File: config.mk
export PLATFORM = sky130hd
export DESIGN_NAME = execute_stage
export DESIGN_NICKNAME = d
export VERILOG_FILES = /design/src/logic/rv_pkg.sv /design/src/logic/execute_stage.sv
export SDC_FILE = /design/constraint.sdc
export NUM_CORES = 1
export LEC_CHECK = 0
export ABC_AREA = 1
export BUFFER_PORTS_ARGS = -buffer_cell sky130_fd_sc_hd__buf_4
export CORE_ASPECT_RATIO = 1.75
export CORE_MARGIN = 2
export CORE_UTILIZATION = 58
export CTS_CLUSTER_DIAMETER = 50
export DETAILED_ROUTE_END_ITERATION = 6
export PLACE_DENSITY = 0.84
export SYNTH_ARGS = -nofsm -noshare
export SYNTH_HDL_FRONTEND = slang
export SYNTH_SLANG_ARGS = --single-unit
File: constraint.sdc
create_clock -name clk -period 7.3 [get_ports clk]
set_input_delay 1.46 -clock clk [delete_from_list [all_inputs] [get_ports clk]]
set_output_delay 1.46 -clock clk [all_outputs]
set_load 0.02 [all_outputs]
File: src/logic/rv_pkg.sv
package rv_pkg;

    localparam int XLEN    = 32;
    localparam int IMEM_AW = 10;    // 1024 words
    localparam int DMEM_AW = 10;

    localparam logic [XLEN-1:0] RESET_PC = 32'h0000_0000;
    localparam logic [11:0]     HOST_CSR = 12'h51e;

    // major opcodes
    localparam logic [6:0] OP_LUI    = 7'b0110111;
    localparam logic [6:0] OP_AUIPC  = 7'b0010111;
    localparam logic [6:0] OP_JAL    = 7'b1101111;
    localparam logic [6:0] OP_JALR   = 7'b1100111;
    localparam logic [6:0] OP_BRANCH = 7'b1100011;
    localparam logic [6:0] OP_LOAD   = 7'b0000011;
    localparam logic [6:0] OP_STORE  = 7'b0100011;
    localparam logic [6:0] OP_IMM    = 7'b0010011;
    localparam logic [6:0] OP_REG    = 7'b0110011;
    localparam logic [6:0] OP_SYSTEM = 7'b1110011;

    typedef enum logic [3:0] {
        ALU_ADD, ALU_SUB, ALU_SLL, ALU_SLT, ALU_SLTU, ALU_XOR,
        ALU_SRL, ALU_SRA, ALU_OR, ALU_AND, ALU_PASSB
    } alu_op_e;

    typedef enum logic [1:0] {WB_ALU, WB_LOAD, WB_PC4} wb_sel_e;

    typedef struct packed {
        logic [6:0] funct7;
        logic [4:0] rs2, rs1;
        logic [2:0] funct3;
        logic [4:0] rd;
        logic [6:0] opcode;
    } r_fmt_t;

    typedef struct packed {
        logic [11:0] imm;
        logic [4:0]  rs1;
        logic [2:0]  funct3;
        logic [4:0]  rd;
        logic [6:0]  opcode;
    } i_fmt_t;

    typedef struct packed {
        logic [6:0] imm_hi;
        logic [4:0] rs2, rs1;
        logic [2:0] funct3;
        logic [4:0] imm_lo;
        logic [6:0] opcode;
    } s_fmt_t;

    typedef struct packed {
        logic       imm12;
        logic [5:0] imm10_5;
        logic [4:0] rs2, rs1;
        logic [2:0] funct3;
        logic [3:0] imm4_1;
        logic       imm11;
        logic [6:0] opcode;
    } b_fmt_t;

    typedef struct packed {
        logic [19:0] imm;
        logic [4:0]  rd;
        logic [6:0]  opcode;
    } u_fmt_t;

    typedef struct packed {
        logic       imm20;
        logic [9:0] imm10_1;
        logic       imm11;
        logic [7:0] imm19_12;
        logic [4:0] rd;
        logic [6:0] opcode;
    } j_fmt_t;

    // one instruction word, seen raw or per format
    typedef union packed {
        logic [31:0] raw;
        r_fmt_t      r;
        i_fmt_t      i;
        s_fmt_t      s;
        b_fmt_t      b;
        u_fmt_t      u;
        j_fmt_t      j;
    } instr_u;

    typedef struct packed {
        alu_op_e     alu_op;
        logic        src_a_pc;      // operand a is the pc
        logic        src_b_imm;     // operand b is the immediate
        logic        is_branch;
        logic        is_jal;
        logic        is_jalr;
        logic        mem_rd;
        logic        mem_wr;
        logic        csr_wr;        // host register write
        logic        csr_imm;
        wb_sel_e     wb_sel;
        logic        rd_we;
        logic [2:0]  funct3;
        logic [4:0]  rs1;
        logic [4:0]  rs2;
        logic [4:0]  rd;
        logic [31:0] imm;
    } ctrl_t;

    typedef struct packed {
        logic        valid;
        logic        rd_we;
        logic [4:0]  rd;
        wb_sel_e     wb_sel;
        logic [2:0]  funct3;        // load size and sign
        logic [1:0]  byte_off;
        logic [31:0] alu_res;
        logic [31:0] pc4;
    } wb_pkt_t;

endpackage

File: src/logic/execute_stage.sv
`timescale 1ns/1ns

module execute_stage (
    input  logic                       clk,
    input  logic                       rst_i,
    input  logic                       valid_i,
    input  rv_pkg::ctrl_t              ctrl_i,
    input  logic [31:0]                pc_i,
    input  logic [31:0]                rs1_data_i,
    input  logic [31:0]                rs2_data_i,
    input  logic                       fwd_we_i,
    input  logic [4:0]                 fwd_rd_i,
    input  logic [31:0]                fwd_data_i,
    output logic                       redirect_o,
    output logic [31:0]                target_o,
    output logic [rv_pkg::DMEM_AW-1:0] dmem_addr_o,
    output logic [31:0]                dmem_wdata_o,
    output logic [3:0]                 dmem_be_o,
    output logic [31:0]                host_o,
    output logic                       host_valid_o,
    output rv_pkg::wb_pkt_t            wb_o
);
    import rv_pkg::*;

    logic [31:0] rs1_val, rs2_val, op_a, op_b, alu_res, csr_val;
    logic        fwd_ok, taken, csr_fire;

    // bypass from writeback, x0 never forwarded
    assign fwd_ok  = fwd_we_i && (fwd_rd_i != 5'd0);
    assign rs1_val = (fwd_ok && fwd_rd_i == ctrl_i.rs1) ? fwd_data_i : rs1_data_i;
    assign rs2_val = (fwd_ok && fwd_rd_i == ctrl_i.rs2) ? fwd_data_i : rs2_data_i;

    assign op_a = ctrl_i.src_a_pc  ? pc_i       : rs1_val;
    assign op_b = ctrl_i.src_b_imm ? ctrl_i.imm : rs2_val;

    always_comb begin
        case (ctrl_i.alu_op)
            ALU_ADD:   alu_res = op_a + op_b;
            ALU_SUB:   alu_res = op_a - op_b;
            ALU_SLL:   alu_res = op_a << op_b[4:0];
            ALU_SLT:   alu_res = {31'h0, $signed(op_a) < $signed(op_b)};
            ALU_SLTU:  alu_res = {31'h0, op_a < op_b};
            ALU_XOR:   alu_res = op_a ^ op_b;
            ALU_SRL:   alu_res = op_a >> op_b[4:0];
            ALU_SRA:   alu_res = $signed(op_a) >>> op_b[4:0];
            ALU_OR:    alu_res = op_a | op_b;
            ALU_AND:   alu_res = op_a & op_b;
            ALU_PASSB: alu_res = op_b;
            default:   alu_res = 32'h0;
        endcase
    end

    always_comb begin
        case (ctrl_i.funct3)
            3'b000:  taken = rs1_val == rs2_val;
            3'b001:  taken = rs1_val != rs2_val;
            3'b100:  taken = $signed(rs1_val) < $signed(rs2_val);
            3'b101:  taken = $signed(rs1_val) >= $signed(rs2_val);
            3'b110:  taken = rs1_val < rs2_val;
            3'b111:  taken = rs1_val >= rs2_val;
            default: taken = 1'b0;
        endcase
    end

    assign redirect_o = valid_i && (ctrl_i.is_jal || ctrl_i.is_jalr ||
                                    (ctrl_i.is_branch && taken));
    assign target_o   = ctrl_i.is_jalr ? ((rs1_val + ctrl_i.imm) & ~32'd1)
                                       : (pc_i + ctrl_i.imm);

    // store data replicated across lanes, enables pick the bytes
    assign dmem_addr_o = alu_res[DMEM_AW+1:2];
    always_comb begin
        case (ctrl_i.funct3[1:0])
            2'b00: begin
                dmem_wdata_o = {4{rs2_val[7:0]}};
                dmem_be_o    = 4'b0001 << alu_res[1:0];
            end
            2'b01: begin
                dmem_wdata_o = {2{rs2_val[15:0]}};
                dmem_be_o    = 4'b0011 << alu_res[1:0];
            end
            default: begin
                dmem_wdata_o = rs2_val;
                dmem_be_o    = 4'b1111;
            end
        endcase
        if (!(valid_i && ctrl_i.mem_wr)) begin
            dmem_be_o = 4'b0000;
        end
    end

    assign csr_val  = ctrl_i.csr_imm ? ctrl_i.imm : rs1_val;
    assign csr_fire = valid_i && ctrl_i.csr_wr;

    always_ff @(posedge clk) begin
        wb_o.rd_we    <= ctrl_i.rd_we;
        wb_o.rd       <= ctrl_i.rd;
        wb_o.wb_sel   <= ctrl_i.mem_rd ? WB_LOAD : ctrl_i.wb_sel;
        wb_o.funct3   <= ctrl_i.funct3;
        wb_o.byte_off <= alu_res[1:0];
        wb_o.alu_res  <= ctrl_i.csr_wr ? host_o : alu_res;    // csr returns old value
        wb_o.pc4      <= pc_i + 32'd4;
        if (rst_i) begin
            wb_o.valid   <= 1'b0;
            host_o       <= 32'h0;
            host_valid_o <= 1'b0;
        end else begin
            wb_o.valid   <= valid_i;
            host_valid_o <= csr_fire;
            if (csr_fire) begin
                host_o <= csr_val;
            end
        end
    end

endmodule

==> results of run 1 <==
[logic make-up after synthesis]
group | after synthesis
DFF | 111
and+or+nand+nor | 1664
AOI/OAI and AO/OA | 844
adders and majority gates | 195
muxes | 24
xor gates and xnor gates | 57
buffers and inverters | 524
[stage by stage]
| step | hold slack (ns) | util | worst slack, ns | instance area, um^2 | cells |
|---|---|---|---|---|---|
| after floorplan | 0.533 | - | 0.343 | 19200 | 3419 |
| after global placement | 0.451 | 0.687 | 0.129 | 22600 | 4129 |
| after detailed placement | 0.453 | 0.687 | 0.0625 | 22600 | 4129 |
| after CTS | 0.465 | 0.697 | 0.00983 | 22900 | 4145 |
[what timing repair did]
action,CTS
gates resized for setup,1
gates cloned,0
endpoints found under the setup margin,1
[routing by layer]
metal  overflow  global-route usage
met1          3               0.599
met4         33               0.646
met3          0               0.369
met2         57               0.857
met5          0              0.0775
==> metrics.txt, run 1 <==
status did not finish; last stage reached global routing; Error [ERROR GRT-0116] Global routing finished with congestion. Check the congestion regions in the DRC Viewer.; syn_area_per_cell around 5.6 um^2; largest net degree at the start of global routing 70; starting density of the core 0.586; die height 245 um; Tot GR Track Use 0.617; CTS max path bufs 2; HPWL after DPL 80400 um; Post-synth EDFFs 0; register area share after synthesis 0.116; Net Count, Synth 3817; total clock sinks 111; FFs w/ async S/R, synth 0; xor/xnor share of the synthesized area 0.0260; post-CTS setup buffer count 0; Mapped Area between 15000 and 20000 um^2; most frequent cell after synthesis nand2_1; num ports 393; Post-Synth Simple-Gate Area 0.363; fraction of the mapped netlist area in adder cells 0.129; register bit total from synthesis roughly 110; CTS H-tree lvls 3; total global routing overflow 93; Mapped Cells 3419; cell taking the most area after synthesis nand2_1; CTS root buf clkbuf_16; synth warn 0; post-synthesis mux area share 0.0125; largest family of logic cells by synthesized area simple AND/OR/NAND/NOR gates; CTS buffer count 9; Die Width 142 um; hold-fix buffers at CTS 0; synth top area cells nand2_1 18%, ha_1 12%, dfxtp_1 12%; GPL Wtd Cong approximately 1.3; Synth top area share 0.185; ys flop type dfxtp_1; port bufs around 390; post-synthesis compound-gate area fraction 0.245; number of global-route vias before repair 28500; Unique masters post-synth 48; Row Count 88; Post-synth top cells 945 x nand2_1, 344 x inv_1, 314 x a21oi_1; first-pass GRT wire length 166000 um
==> inputs of run 2 (changes only) <==
- CORE_ASPECT_RATIO: 1.75 -> not set
- CORE_UTILIZATION: 58 -> 40
- CTS_CLUSTER_DIAMETER: 50 -> not set
- PLACE_DENSITY: 0.84 -> not set
- PLACE_DENSITY_LB_ADDON: not set -> 0.15
==> metrics.txt, run 2 <==
critical path data required time 5.84 ns; worst reg-to-reg setup slack 6.42 ns; CTS root buf clkbuf_16; Gate power share 0.635; clk_skew between 0.03 and 0.04 ns; post-CTS setup buffer count 0 (unchanged); hold crit path type register to register; GPL Wtd Cong 1.09 (-16%); cell taking the most area after synthesis nand2_1; via count between 20000 and 30000; WHS Path Cells 2; CP max stage delay ~0.35 ns; CTS max path bufs 2 (unchanged); Synth top area share 0.185 (unchanged); Worst Path Buf+Inv 10; Post-synth top cells 945 x nand2_1, 344 x inv_1, 314 x a21oi_1; average wire per standard cell about 24 um; minimum clock period 7.08 ns; Crit. End Element primary output; largest net degree at the start of global routing roughly 70; synth top area cells nand2_1 18%, ha_1 12%, dfxtp_1 12%; clock power share 0.168; clk_lat worst skew 0.42 ns; Power Total 3.46 mW; register area share after synthesis 0.116 (unchanged); Placed Instance Area 23000 um^2 (+1.9%); ys flop type dfxtp_1; fillers 5215; Max Slew Vio Count 0; CP Class input port to primary output; CTS tree done; first-pass GRT wire length 150000 um; Final nets 4154; cell mode on critical path nand2_1; worst-path fanout max 24; commonest cells after routing, fill and taps aside 942 x nand2_1, 489 x buf_4, 343 x inv_1; Hold Path Origin host_o[29]$_SDFFE_PP0P_; status completed; area of the multi-input gates 15000 um^2; port bufs 392 (unchanged); die height 223 um (-8.8%); Slew @ Worst Pin 1.19 ns; hold path endpoint wb_o[61]$_DFF_P_; total clock sinks 111 (unchanged); number of global-route vias before repair 23700; Leak 12.1 nW; switch share 0.524; core area 47500 um^2; initial antenna violation count 6; synthesis-to-finish area growth 21.9%; Pwr Density roughly 150 nW/um^2; FF-to-FF path depth 2; Unique masters post-synth 48 (unchanged); # setup viols final 0; WL final 105000 um; commonest non-fill, non-tap cell in the layout nand2_1; Worst VDD drop 107 uV; total global routing overflow 0; CP top delay family simple AND/OR/NAND/NOR gates; Clk pin slew, worst setup/hold paths approximately 0.07 ns; max FFs per register 78; Slew HR 0.209; unrepaired setup endpoints after global routing no; Mapped Area 19200 um^2 (unchanged); DRT iter0 DRCs 3464; biggest regs wb_o: 78 flops, host_o: 32 flops, host_valid_o: 1 flops; Top reg by flops wb_o; hold slack 0.476 ns; vias per std cell 5.92; reg2reg end wb_o[47]$_DFF_P_; antenna viol nets, final 0; Mapped Cells 3419 (unchanged); Die Width 223 um (+58%); Maximum Capacitance Violations 0; starting density of the core 0.404 (-0.182); Psw between 1.5 and 2 mW; Net Count, Synth 3817 (unchanged); HPWL after DPL 86900 um (+8.0%); CP Launch Type input port; Setup TNS 0 ns; RR Startpoint host_o[15]$_SDFFE_PP0P_; internal power between 1.5 and 2 mW; layout cell share with drive strength beyond 1 0.154; Max Clk Rate 0.141 GHz; CP max-delay cell a221oi_2; num ports 393 (unchanged); synth warn 0 (unchanged); drt pass-1 iters 6; most frequent cell after synthesis nand2_1; Fin. Hold Viols 0; Row Count 80 (-9.1%); CTS buffer count 9 (unchanged); pre-CTS setup slack -0.0291 ns (-0.0916 ns); fin crit share 0.970; Tot GR Track Use 0.403; PnR worst setup slack 0.219 ns; DRC viols 0; total die area 49800 um^2; Seq pwr share 0.196; CTS H-tree lvls 3 (unchanged); Post-synth EDFFs 0 (unchanged); crit path DAT 5.62 ns; register bit total from synthesis 111 (unchanged); Final Instance Area 23400 um^2; Reg area around 2200 um^2; FFs w/ async S/R, synth 0 (unchanged); syn_area_per_cell 5.62 um^2 (unchanged)
run 2: cell counts after synthesis:
No cell type changed its count.
run 2: area by class of cell:
type                    count  area share
diodes                      4    0.000427
inverters                 357      0.0572
repair buffers            493       0.160
clock inverters             7     0.00379
multi-input cells        2784       0.641
flip-flops and latches    111      0.0949
well taps                 615      0.0328
clock buffers               9     0.00961
run 2: how the worst max path moves through the flow:
stage / startpoint / end / slack, ns / cells after the start
floorplan: fwd_rd_i[0] / dmem_be_o[0] / 0.34 / 30
global placement: fwd_rd_i[3] / dmem_be_o[2] / -0.07 / 26
detailed placement: fwd_rd_i[3] / dmem_be_o[2] / -0.03 / 27
CTS: fwd_rd_i[1] / dmem_be_o[2] / 0.02 / 31
global route: fwd_rd_i[1] / dmem_be_o[1] / 0.007 / 30
finish: fwd_rd_i[2] / dmem_be_o[2] / 0.22 / 30
run 2: kinds of logic (layout without fill, tap and decap cells):
group,after synthesis,count (layout),share of synthesized area
mux,24,24,0.0125
flops,111,111,0.116
buf+inv,524,866,0.110
simple gates,1664,1664,0.363
compound gates,844,844,0.245
other cells,0,4,0
fa+ha+maj,195,195,0.129
xor+xnor,57,57,0.0260
run 2: routing by layer:
metal,routed length [um],vias to the layer above,part of all wire,GRT usage
met2,44700,1602,0.43,0.622
met1,42900,11800,0.41,0.534
met3,11400,269,0.11,0.0836
met4,5690,2,0.054,0.194
met5,16,-,0.00015,0
li1,-,12200,-,-
run 2: tightest hold or removal path: cells and delay by family, from the launching register on:
kind          cells  cell delay (ns)
flops             1             0.34
simple gates      2             0.10
run 2: metrics by stage:
stage / std cells / util
floorplan: 3419 / -
global placement: 4360 / 0.483
detailed placement: 4360 / 0.483
CTS: 4376 / 0.490
global route: 4380 / 0.493
finish: 4380 / 0.493
run 2: what timing repair did:
item / 4_1_cts / 5_1_grt
cloned: 0 / 0
setup endpoints to repair: 4 / 8
gates resized for setup: 1 / 34
hold buffers: 0 / 0
run 2: power by group through the flow:
stage | logic (mW) | registers [mW] | clock network [mW]
2_1_floorplan | 1.22 | 0.743 | 0
3_3_place_gp | 2.11 | 0.691 | 0
3_5_place_dp | 2.10 | 0.691 | 0
4_1_cts | 2.11 | 0.678 | 0.591
5_1_grt | 2.35 | 0.681 | 0.608
6_report | 2.20 | 0.678 | 0.582
(Power assumes the default switching activity.)
